### src/hdl/svc_rv_bpred_pkg.sv
`default_nettype none

package svc_rv_bpred_pkg;

  // Data and PC width
  localparam int xlen = 32;

  // Direct-mapped BTB geometry
  localparam int btb_entries = 16;
  localparam int btb_idx_w = 4;
  // Tag covers everything above the index and the two byte-offset bits
  localparam int btb_tag_w = xlen - btb_idx_w - 2;

  // Return address stack geometry
  localparam int ras_depth = 4;
  localparam int ras_ptr_w = 2;

  typedef logic [xlen-1:0] pc_t;
  typedef logic [btb_idx_w-1:0] btb_idx_t;
  typedef logic [btb_tag_w-1:0] btb_tag_t;

  // 2-bit saturating counter, upper bit set means taken
  typedef logic [1:0] bpred_ctr_t;

  typedef logic [ras_ptr_w-1:0] ras_ptr_t;
  // One extra bit so a full stack can be counted
  typedef logic [ras_ptr_w:0] ras_cnt_t;

endpackage

`default_nettype wire

### src/hdl/svc_rv_btb_update_if.sv
`timescale 1ns/1ps
`default_nettype none

// BTB training write from EX resolution into the BTB
interface svc_rv_btb_update_if import svc_rv_bpred_pkg::*; ();

  // One-cycle write strobe
  logic en;
  // PC of the resolved branch or JAL
  pc_t  pc;
  // Resolved target
  pc_t  target;
  // Resolved direction
  logic taken;

  modport ex(output en, output pc, output target, output taken);

  modport btb(input en, input pc, input target, input taken);

endinterface

`default_nettype wire

### src/hdl/svc_rv_bpred.sv
`timescale 1ns/1ps
`default_nettype none

module svc_rv_bpred import svc_rv_bpred_pkg::*; (
  input  logic clk,
  input  logic arst_n,

  // Fetch side
  input  logic fetch_valid,
  input  pc_t  fetch_pc,
  input  logic fetch_is_call,
  input  logic fetch_is_ret,
  output logic pred_taken,
  output pc_t  pred_target,

  // EX side
  input  logic is_branch_ex,
  input  logic is_jal_ex,
  input  logic is_jalr_ex,
  input  logic bpred_taken_ex,
  input  logic branch_taken_ex,
  input  pc_t  pc_ex,
  input  pc_t  jb_target_ex,
  input  pc_t  pred_target_ex,
  output logic mispredicted_ex,
  output logic pc_sel_jump_ex
);

  // BTB lookup result
  logic       btb_hit;
  bpred_ctr_t btb_ctr;
  pc_t        btb_target;

  // RAS control and top of stack
  logic ras_push;
  logic ras_pop;
  pc_t  ras_push_addr;
  pc_t  ras_top;
  logic ras_nonempty;

  // Training path from EX into the BTB
  svc_rv_btb_update_if btb_upd ();

  svc_rv_bpred_fetch u_fetch (
    .fetch_valid   (fetch_valid),
    .fetch_pc      (fetch_pc),
    .fetch_is_call (fetch_is_call),
    .fetch_is_ret  (fetch_is_ret),
    .btb_hit       (btb_hit),
    .btb_ctr       (btb_ctr),
    .btb_target    (btb_target),
    .ras_top       (ras_top),
    .ras_nonempty  (ras_nonempty),
    .ras_push      (ras_push),
    .ras_pop       (ras_pop),
    .ras_push_addr (ras_push_addr),
    .pred_taken    (pred_taken),
    .pred_target   (pred_target)
  );

  svc_rv_btb u_btb (
    .clk       (clk),
    .arst_n    (arst_n),
    .lookup_pc (fetch_pc),
    .hit       (btb_hit),
    .ctr       (btb_ctr),
    .target    (btb_target),
    .upd       (btb_upd.btb)
  );

  svc_rv_ras u_ras (
    .clk       (clk),
    .arst_n    (arst_n),
    .push      (ras_push),
    .pop       (ras_pop),
    .push_addr (ras_push_addr),
    .top       (ras_top),
    .nonempty  (ras_nonempty)
  );

  svc_rv_bpred_ex u_ex (
    .is_branch_ex    (is_branch_ex),
    .is_jal_ex       (is_jal_ex),
    .is_jalr_ex      (is_jalr_ex),
    .bpred_taken_ex  (bpred_taken_ex),
    .branch_taken_ex (branch_taken_ex),
    .pc_ex           (pc_ex),
    .jb_target_ex    (jb_target_ex),
    .pred_target_ex  (pred_target_ex),
    .mispredicted_ex (mispredicted_ex),
    .pc_sel_jump_ex  (pc_sel_jump_ex),
    .upd             (btb_upd.ex)
  );

endmodule

`default_nettype wire

### src/hdl/svc_rv_bpred_ex.sv
`timescale 1ns/1ps
`default_nettype none

module svc_rv_bpred_ex import svc_rv_bpred_pkg::*; (
  input  logic              is_branch_ex,
  input  logic              is_jal_ex,
  input  logic              is_jalr_ex,
  input  logic              bpred_taken_ex,
  input  logic              branch_taken_ex,
  input  pc_t               pc_ex,
  input  pc_t               jb_target_ex,
  input  pc_t               pred_target_ex,
  output logic              mispredicted_ex,
  output logic              pc_sel_jump_ex,
  svc_rv_btb_update_if.ex   upd
);

  logic jalr_target_bad;

  // Direction check for conditional branches
  assign mispredicted_ex = is_branch_ex && (bpred_taken_ex != branch_taken_ex);

  // Register-indirect target was either not predicted or predicted wrong
  assign jalr_target_bad = !bpred_taken_ex || (pred_target_ex != jb_target_ex);

  // JAL resolves earlier in the pipe so only JALR redirects here
  assign pc_sel_jump_ex = is_jalr_ex && jalr_target_bad;

  // Train on PC-relative control flow only
  // JALR targets depend on register values and are left out
  assign upd.en     = is_branch_ex || is_jal_ex;
  assign upd.pc     = pc_ex;
  assign upd.target = jb_target_ex;
  // JAL always counts as taken
  assign upd.taken  = is_jal_ex ? 1'b1 : branch_taken_ex;

endmodule

`default_nettype wire

### src/hdl/svc_rv_bpred_fetch.sv
`timescale 1ns/1ps
`default_nettype none

module svc_rv_bpred_fetch import svc_rv_bpred_pkg::*; (
  input  logic       fetch_valid,
  input  pc_t        fetch_pc,
  input  logic       fetch_is_call,
  input  logic       fetch_is_ret,
  input  logic       btb_hit,
  input  bpred_ctr_t btb_ctr,
  input  pc_t        btb_target,
  input  pc_t        ras_top,
  input  logic       ras_nonempty,
  output logic       ras_push,
  output logic       ras_pop,
  output pc_t        ras_push_addr,
  output logic       pred_taken,
  output pc_t        pred_target
);

  logic ret_pred;
  logic btb_pred;

  // Return predicted from the stack only when something is on it
  assign ret_pred = fetch_is_ret && ras_nonempty;

  // Counter upper bit means 2 or 3, i.e. taken
  assign btb_pred = btb_hit && btb_ctr[1];

  // Stack maintenance only for instructions actually fetched
  assign ras_push      = fetch_valid && fetch_is_call;
  assign ras_pop       = fetch_valid && fetch_is_ret;
  // Link address of the call
  assign ras_push_addr = fetch_pc + pc_t'(4);

  always_comb begin
    if (ret_pred) begin
      pred_taken  = 1'b1;
      pred_target = ras_top;
    end else begin
      // Calls fall through here too
      pred_taken  = btb_pred;
      pred_target = btb_target;
    end
  end

endmodule

`default_nettype wire

### src/hdl/svc_rv_btb.sv
`timescale 1ns/1ps
`default_nettype none

module svc_rv_btb import svc_rv_bpred_pkg::*; (
  input  logic                   clk,
  input  logic                   arst_n,
  input  pc_t                    lookup_pc,
  output logic                   hit,
  output bpred_ctr_t             ctr,
  output pc_t                    target,
  svc_rv_btb_update_if.btb       upd
);

  // Entry storage
  logic [btb_entries-1:0] valid;
  btb_tag_t               tags    [btb_entries];
  pc_t                    targets [btb_entries];
  bpred_ctr_t             ctrs    [btb_entries];

  btb_idx_t   lookup_idx;
  btb_tag_t   lookup_tag;
  btb_idx_t   upd_idx;
  btb_tag_t   upd_tag;
  logic       upd_hit;
  bpred_ctr_t upd_ctr;

  // Index from PC[5:2], tag from PC[31:6]
  assign lookup_idx = lookup_pc[btb_idx_w+1:2];
  assign lookup_tag = lookup_pc[xlen-1:btb_idx_w+2];

  // Combinational lookup
  assign hit    = valid[lookup_idx] && (tags[lookup_idx] == lookup_tag);
  assign ctr    = ctrs[lookup_idx];
  assign target = targets[lookup_idx];

  // Training side decode
  assign upd_idx = upd.pc[btb_idx_w+1:2];
  assign upd_tag = upd.pc[xlen-1:btb_idx_w+2];
  assign upd_hit = valid[upd_idx] && (tags[upd_idx] == upd_tag);

  // Next counter value for the entry being trained
  always_comb begin
    upd_ctr = ctrs[upd_idx];
    if (!upd_hit) begin
      // Fresh entry starts weakly biased toward the outcome
      upd_ctr = upd.taken ? 2'd2 : 2'd1;
    end else if (upd.taken) begin
      // Saturate at strongly taken
      if (upd_ctr != 2'd3) begin
        upd_ctr = upd_ctr + 2'd1;
      end
    end else begin
      // Saturate at strongly not taken
      if (upd_ctr != 2'd0) begin
        upd_ctr = upd_ctr - 2'd1;
      end
    end
  end

  // Valid bits are the only reset state
  always_ff @(posedge clk or negedge arst_n) begin
    if (!arst_n) begin
      valid <= '0;
    end else if (upd.en) begin
      valid[upd_idx] <= 1'b1;
    end
  end

  // Tag, target and counter written on every training strobe
  always_ff @(posedge clk) begin
    if (upd.en) begin
      tags[upd_idx]    <= upd_tag;
      targets[upd_idx] <= upd.target;
      ctrs[upd_idx]    <= upd_ctr;
    end
  end

endmodule

`default_nettype wire

### src/hdl/svc_rv_ras.sv
`timescale 1ns/1ps
`default_nettype none

module svc_rv_ras import svc_rv_bpred_pkg::*; (
  input  logic clk,
  input  logic arst_n,
  input  logic push,
  input  logic pop,
  input  pc_t  push_addr,
  output pc_t  top,
  output logic nonempty
);

  pc_t      stack [ras_depth];
  // Next free slot, wraps around the circular buffer
  ras_ptr_t ptr;
  ras_ptr_t ptr_prev;
  ras_cnt_t count;
  logic     pop_ok;

  assign ptr_prev = ptr - 1'b1;
  assign nonempty = (count != '0);
  assign top      = stack[ptr_prev];

  // Pop on an empty stack is dropped
  assign pop_ok = pop && nonempty;

  // Pointer and occupancy
  always_ff @(posedge clk or negedge arst_n) begin
    if (!arst_n) begin
      ptr   <= '0;
      count <= '0;
    end else if (push && pop_ok) begin
      // Replace in place, nothing moves
      ptr   <= ptr;
      count <= count;
    end else if (push) begin
      ptr <= ptr + 1'b1;
      // Oldest entry is overwritten once full
      if (count != ras_cnt_t'(ras_depth)) begin
        count <= count + 1'b1;
      end
    end else if (pop_ok) begin
      ptr   <= ptr_prev;
      count <= count - 1'b1;
    end
  end

  // Return addresses
  always_ff @(posedge clk) begin
    if (push && pop_ok) begin
      stack[ptr_prev] <= push_addr;
    end else if (push) begin
      stack[ptr] <= push_addr;
    end
  end

endmodule

`default_nettype wire

### config.mk
export PLATFORM = sky130hd
export DESIGN_NAME = svc_rv_bpred
export DESIGN_NICKNAME = d
export VERILOG_FILES = /design/src/hdl/svc_rv_bpred_pkg.sv /design/src/hdl/svc_rv_btb_update_if.sv /design/src/hdl/svc_rv_bpred.sv /design/src/hdl/svc_rv_bpred_ex.sv /design/src/hdl/svc_rv_bpred_fetch.sv /design/src/hdl/svc_rv_btb.sv /design/src/hdl/svc_rv_ras.sv
export SDC_FILE = /design/constraint.sdc
export NUM_CORES = 1
export LEC_CHECK = 0
export BUFFER_PORTS_ARGS = -buffer_cell sky130_fd_sc_hd__buf_2
export CAP_MARGIN = 30
export CELL_PAD_IN_SITES_DETAIL_PLACEMENT = 0
export CELL_PAD_IN_SITES_GLOBAL_PLACEMENT = 1
export CORE_MARGIN = 2
export CORE_UTILIZATION = 40
export DETAILED_ROUTE_END_ITERATION = 12
export MAX_ROUTING_LAYER = met4
export PLACE_DENSITY_LB_ADDON = 0.1
export SKIP_CTS_REPAIR_TIMING = 1
export SYNTH_ARGS = -nofsm -noshare
export SYNTH_HDL_FRONTEND = slang
export SYNTH_SLANG_ARGS = --single-unit
### constraint.sdc
create_clock -name clk -period 4.4 [get_ports clk]
set_input_delay 0.44 -clock clk [delete_from_list [all_inputs] [get_ports clk]]
set_output_delay 0.44 -clock clk [all_outputs]
set_load 0.01 [all_outputs]
# ---- Yosys cells after proc, flatten, opt, wreduce, memory -nomap -nowiden
# Memory sizes are Yosys's and may differ from the RTL's.
# Cells that the tools add are included.
dict set report totals {
  mem_count 4
  latchBits 0
  input_bits 138
  ramBits 1088
  out_inout_bits 35
  reg_bits 21
  romBits 0
}
dict set report classes {
  n_reduce_logical 20
  div_mod_pow 0
  n_bitwise 2
  mux 29
  eq_ne 7
  add_sub_neg 7
  mul 0
  n_shift 0
  n_lt_le_gt_ge 3
}
# name depth width read_ports rd_clocked_by_memory_dff wr line
set memory_table {}
lappend memory_table {u_btb.targets 16 32 1 0 1 svc_rv_btb.sv:17} ;# pc_t targets [btb_entries];
lappend memory_table {u_btb.tags 16 26 2 0 1 svc_rv_btb.sv:16} ;# btb_tag_t tags [btb_entries];
lappend memory_table {u_ras.stack 4 32 1 0 1 svc_rv_ras.sv:14} ;# pc_t stack [ras_depth];
lappend memory_table {u_btb.ctrs 16 2 2 0 1 svc_rv_btb.sv:18} ;# bpred_ctr_t ctrs [btb_entries];
# operator n
set ops {}
lappend ops {{32-bit 2-to-1 mux} 2}
lappend ops {{26-bit equality test} 2}
lappend ops {{32-bit by 3-bit adder with 32-bit output (second input constant)} 1}
lappend ops {{32-bit != test} 1}
lappend ops {{32-bit OR reduction} 1}
lappend ops {{2-bit 2-to-1 mux} 8}
lappend ops {{16-bit bitwise OR} 1}
lappend ops {{1-bit 2-to-1 mux} 13}
lappend ops {{1-bit logical AND} 11}
lappend ops {{4-bit by 5-bit less-than comparator with 1-bit output (second input constant)} 2}
lappend ops {{3-bit 2-to-1 mux} 3}
lappend ops {{1-bit binary-select mux with 4-bit select} 2}
lappend ops {{2-bit by 1-bit adder with 2-bit output (second input constant)} 2}
lappend ops {{1-bit demux with 4-bit select} 1}
lappend ops {{4-bit by 1-bit greater-or-equal comparator with 1-bit output (second input constant)} 1}
lappend ops {{2-bit != test (second input constant)} 2}
lappend ops {{2-bit nonzero test} 2}
lappend ops {{2-bit by 1-bit subtractor with 2-bit output (second input constant)} 2}
lappend ops {{3-bit by 1-bit adder with 3-bit output (second input constant)} 1}
lappend ops {{3-bit != test (second input constant)} 1}
lappend ops {{3-bit AND reduction} 1}
lappend ops {{3-bit nonzero test} 1}
lappend ops {{3-bit by 1-bit subtractor with 3-bit output (second input constant)} 1}
lappend ops {{1-bit logical OR} 2}
lappend ops {{other kinds (4)} 4}

# ---- Logic depth before layout (Yosys ltp)
dict set report logic_depth {
  ltp_word 7
  ltp_mapped 12
  ltp_nobuf 10
}

# ---- Modules after synthesis
# A second synthesis with hierarchy kept.
dict set report hier_totals {
  cells_unflattened 2245
  hier_area_um2 48216.2
}
# mod area_each_um2 cells_each n_inst
set by_module_without_submodules {}
lappend by_module_without_submodules {svc_rv_btb 41375.9 1800 1}
lappend by_module_without_submodules {svc_rv_ras 5002.3 210 1}
lappend by_module_without_submodules {svc_rv_bpred_fetch 975.9 123 1}
lappend by_module_without_submodules {svc_rv_bpred_ex 862.1 112 1}

# ---- Worst setup path after synthesis
# No wires, ideal clock.
dict set report synth_path {
  path_type {input to register}
  startpoint {input port pc_ex[5]}
  endpoint {register u_btb.valid[3]}
  n_path_buf 5
  setup_slack_ns -1.831
  stages 7
  arrival_ns 6.141
  cell_sequence {buf_2 > buf_2 > buf_1 > clkbuf_1 > clkbuf_1 > nor3_1 > or2_2}
}
dict set report synth_via {
  elab_chain_len 5
  word_cells_on_any_way 6
}
# element line
set synth_lines {}
lappend synth_lines {{from (decl)} svc_rv_bpred.sv:22} ;# input pc_t pc_ex,
lappend synth_lines {{4-bit by 5-bit less-than comparator with 1-bit output (implied by the code) or 4-bit by 1-bit greater-or-equal comparator with 1-bit output (tied branches)} svc_rv_btb.sv:65} ;# valid[upd_idx] <= 1'b1;
lappend synth_lines {{1-bit logical AND (implied by the code)} svc_rv_btb.sv:65}
lappend synth_lines {{1-bit 2-to-1 mux (implied by the code)} svc_rv_btb.sv:65}
lappend synth_lines {{1-bit demux with 4-bit select *} --}
lappend synth_lines {{16-bit bitwise OR (no line) *} --}
lappend synth_lines {{to (signal assigned)} svc_rv_btb.sv:63} ;# valid <= '0;
lappend synth_lines {{to (signal, indexed assignment)} svc_rv_btb.sv:65}
lappend synth_lines {{to (decl)} svc_rv_btb.sv:15} ;# logic [btb_entries-1:0] valid;
# Mark *: on every way between the ends. The rest lies on a longest branch, timed or not.
# A chain may end at the register's enable or synchronous reset.

==> key figures <==
Cells and area
  – # nets final: 2671
  – Final core occ: between 40% and 50%
  – Share of cells above drive strength 1: 36.8%
  – Finished Layout Cells: roughly 4200
  – Fillers: 9896
  – Area of the multi-input gates: 0.0138 mm^2
  – P&R area growth vs syn: 16.8%
  – Sequential Area: between 0.03 and 0.04 mm^2

STA
  – Worst slew pin tran: between 800 and 900 ps
  – Crit share post-route: between 90% and 100%
  – Setup ws final: 281 ps
  – Max Freq: 243 MHz
  – Hold Vio Cnt, Final: 0
  – Slew Limit Fails: 0
  – Crit path time final: 4120 ps
  – Total negative slack: 0 ps
  – RSZ-0062 raised after global routing: no
  – Clock Skew: 38.6 ps
  – Slew HR: just under 40%
  – Final setup fails: 0

Power and ir drop
  – Pint: 0.0195 W
  – NetSw: ~0.006 W
  – Combinational power share: between 10% and 20%
  – Peak supply drop: 0.000330 V
  – Sequential share of power: 47.9%
  – Leakage: 17.8 nW
  – Sw frac: a little under a quarter
  – Pwr dens: 461 mW/mm^2
  – Clock Power Share: 40.3%

Drt
  – # DRC: 0
  – Vias/cell: 5.87
  – First-pass DRT Iterations: 7
  – DR iter-0 viols: 2660
  – Final WL: ~140 mm
  – Wire per inst: 33.4 um
  – Vias: approximately 25000
  – Post-route ant nets: 0

Worst setup path
  – Reg2Reg Launch Point: u_btb.tags[14][25]$_DFFE_PP_
  – Crit-path max FO: 2
  – R2R setup slack: 1040 ps
  – RR Endpoint: u_btb.ctrs[2][1]$_DFFE_PP_
  – Crit path launch type: flop
  – CP max stage delay: 550 ps
  – Crit-path cells: mux4_2, mux4_2, xnor2_1, nor4_1, nand4_1, o31ai_1, buf_4, buf_2
  – CP Data Required Time: 3960 ps
  – CP arrival: approximately 3700 ps
  – Critical path class: reg2out
  – R2R depth: 9
  – Slowest cell on crit path: nor4_1
  – Most frequent CP cell: mux4_2
  – CP Capture Type: primary output

CTS
  – CTS tree: done
  – Clock transition at the registers of the reported paths: 60 ps
  – Clk_lat worst skew: 720 ps
  – Clk buf depth: 3
  – Clock sinks: 1109
  – CTS root buf: clkbuf_16
  – Htree depth: 3
  – Number of CTS-inserted buffers: 118

Synth
  – FFs w/ async S/R, synth: roughly 1.9%
  – Synth area leaders: edfxtp_1 (69%), mux4_2 (19%), mux2i_1 (1.5%)
  – Ys flop type: edfxtp_1
  – Netlist cell types: 69
  – Cells after Synth: approximately 2200
  – Syn Nets: approximately 2400
  – Biggest area consumer among synthesized cells: edfxtp_1
  – Yosys warning count: 0
  – Top cell type's share of synthesized area: between 60% and 70%
  – Synthesized area per cell: 21.3 um^2
  – Synthesized area: 0.0475 mm^2
  – #FFs+latches synth: 1109
  – Number of flops mapped to enable cells by yosys: ~1100
  – Seq/Total Area, Yosys: 69.9%

Die
  – Initial Util: around 40%
  – Die width: 349 um
  – Full die area: roughly 0.12 mm^2
  – Ports: 173
  – Die Y: 349 um
  – Core area: between 0.1 and 0.15 mm^2
  – Std cell rows: between 100 and 150

Min path
  – Hold-critical path depth: 1
  – Worst hold path class: in2reg
  – WHS Endpoint: u_btb.targets[8][31]$_DFFE_PP_
  – Hold_sp: jb_target_ex[31]

GRT
  – First-pass GRT wire length: around 200 mm
  – Largest net degree at the start of global routing: 77
  – Overflow after GRT: 0
  – Initial antenna violation count: 23
  – GRT Util Overall: between 20% and 30%
  – Vias in the first global route: 25800

Placement
  – Placed Cells: 3940
  – Routability cong.: 0.801
  – Pre-CTS setup slack: 216 ps
  – PortBufs: 170
  – DPL Wire Length: 84.8 mm

Status
  – Status: finished clean

Flow run
  – Max Cap Viol: 0
-- sequential cells by signal, summed over array words and instances, names as in the netlist --
signal and cells:
u_btb.targets 512, u_btb.tags 416, u_ras.stack 128, u_btb.ctrs 32, u_btb.valid 16, u_ras.count 3, u_ras.ptr 2
-- synthesized netlist by cell type (all sizes together), types with 13 or more instances --
| master | instances |
|---|---|
| a22oi | 13 |
| buf | 75 |
| clkbuf | 50 |
| dfrtp | 21 |
| edfxtp | 1088 |
| inv | 14 |
| mux2 | 38 |
| mux2i | 73 |
| mux4 | 416 |
| nand2 | 48 |
| nand3 | 19 |
| nand4 | 21 |
| nor2 | 40 |
| nor3 | 14 |
| o21ai | 30 |
| or2 | 17 |
| xnor2 | 81 |
| xor2 | 46 |
-- cell type report --
cell class              count  share of cell area (%)
inverters                  14                  0.0947
flip-flops and latches   1109                    59.8
repair buffers            302                    4.38
clock inverters            74                    1.68
clock buffers             147                    5.61
well taps                1536                    3.46
multi-input cells         983                    24.9
diodes                     18                  0.0812
-- worst max-delay path: cells and delay by family, from the launching register on --
| kind | cells | cell delay, ps |
|---|---|---|
| AOI/OAI and AO/OA | 1 | 330 |
| buffers and inverters | 2 | 320 |
| xor gates and xnor gates | 1 | 150 |
| muxes | 2 | 1050 |
| DFF | 1 | 390 |
| and+or+nand+nor | 2 | 730 |
-- kinds of logic after synthesis --
| family | count (synthesis) | synth area share [%] |
|---|---|---|
| simple gates | 213 | 2.38 |
| compound gates | 111 | 1.62 |
| buf+inv | 139 | 1.43 |
| xor+xnor | 127 | 2.34 |
| flops | 1109 | 69.9 |
| fa+ha+maj | 5 | 0.147 |
| mux | 527 | 22.2 |
-- cell usage in the layout (no fill, tap or decap), drive strengths merged, types with 19 or more instances in the layout --
cell type	n
edfxtp	1088
mux4	416
buf	298
clkbuf	148
xnor2	81
mux2i	73
nand2	48
xor2	46
clkinv	45
nor2	40
mux2	38
o21ai	30
nand4	21
dfrtp	21
nand3	19
-- power groups by stage --
stage	clock network (W)	logic, W	registers (W)
after global placement	0	0.00303	0.0125
after detailed placement	0	0.00306	0.0125
after global routing	0.0109	0.00319	0.0123
final	0.0103	0.00301	0.0123
after floorplan	0	0.00181	0.0124
after CTS	0.0105	0.00307	0.0123
-- per-layer routing --
| layer | routed length [um] | global-route usage [%] | up-vias |
|---|---|---|---|
| li1 | - | - | 10100 |
| met5 | 0 | - | - |
| met1 | 58600 | 31.8 | 13400 |
| met2 | 67800 | 37.6 | 828 |
| met4 | 3900 | 6.49 | 0 |
| met3 | 9250 | 4.76 | 215 |
-- per-stage QoR --
stage	hold slack (ps)	instance area, um^2	power (W)
after detailed placement	448	51400	0.0156
after global placement	439	51400	0.0155
after CTS	-343	55400	0.0259
after global routing	79.9	55500	0.0265
final	118	55500	0.0256
after floorplan	144	47500	0.0142
-- how the worst max path moves through the flow --
stage                               start                    endpoint  cells after the start
2_1_floorplan                    pc_ex[5]  u_btb.valid[3]$_DFFE_PN0N_                      7
3_3_place_gp                     pc_ex[2]  u_btb.ctrs[2][1]$_DFFE_PP_                     13
3_5_place_dp                     pc_ex[2]  u_btb.ctrs[2][1]$_DFFE_PP_                     13
4_1_cts        u_btb.tags[7][8]$_DFFE_PP_                  pred_taken                      8
5_1_grt        u_btb.tags[7][8]$_DFFE_PP_                  pred_taken                      8
6_report       u_btb.tags[7][8]$_DFFE_PP_                  pred_taken                      8
Power figures use the tool's default switching activity.
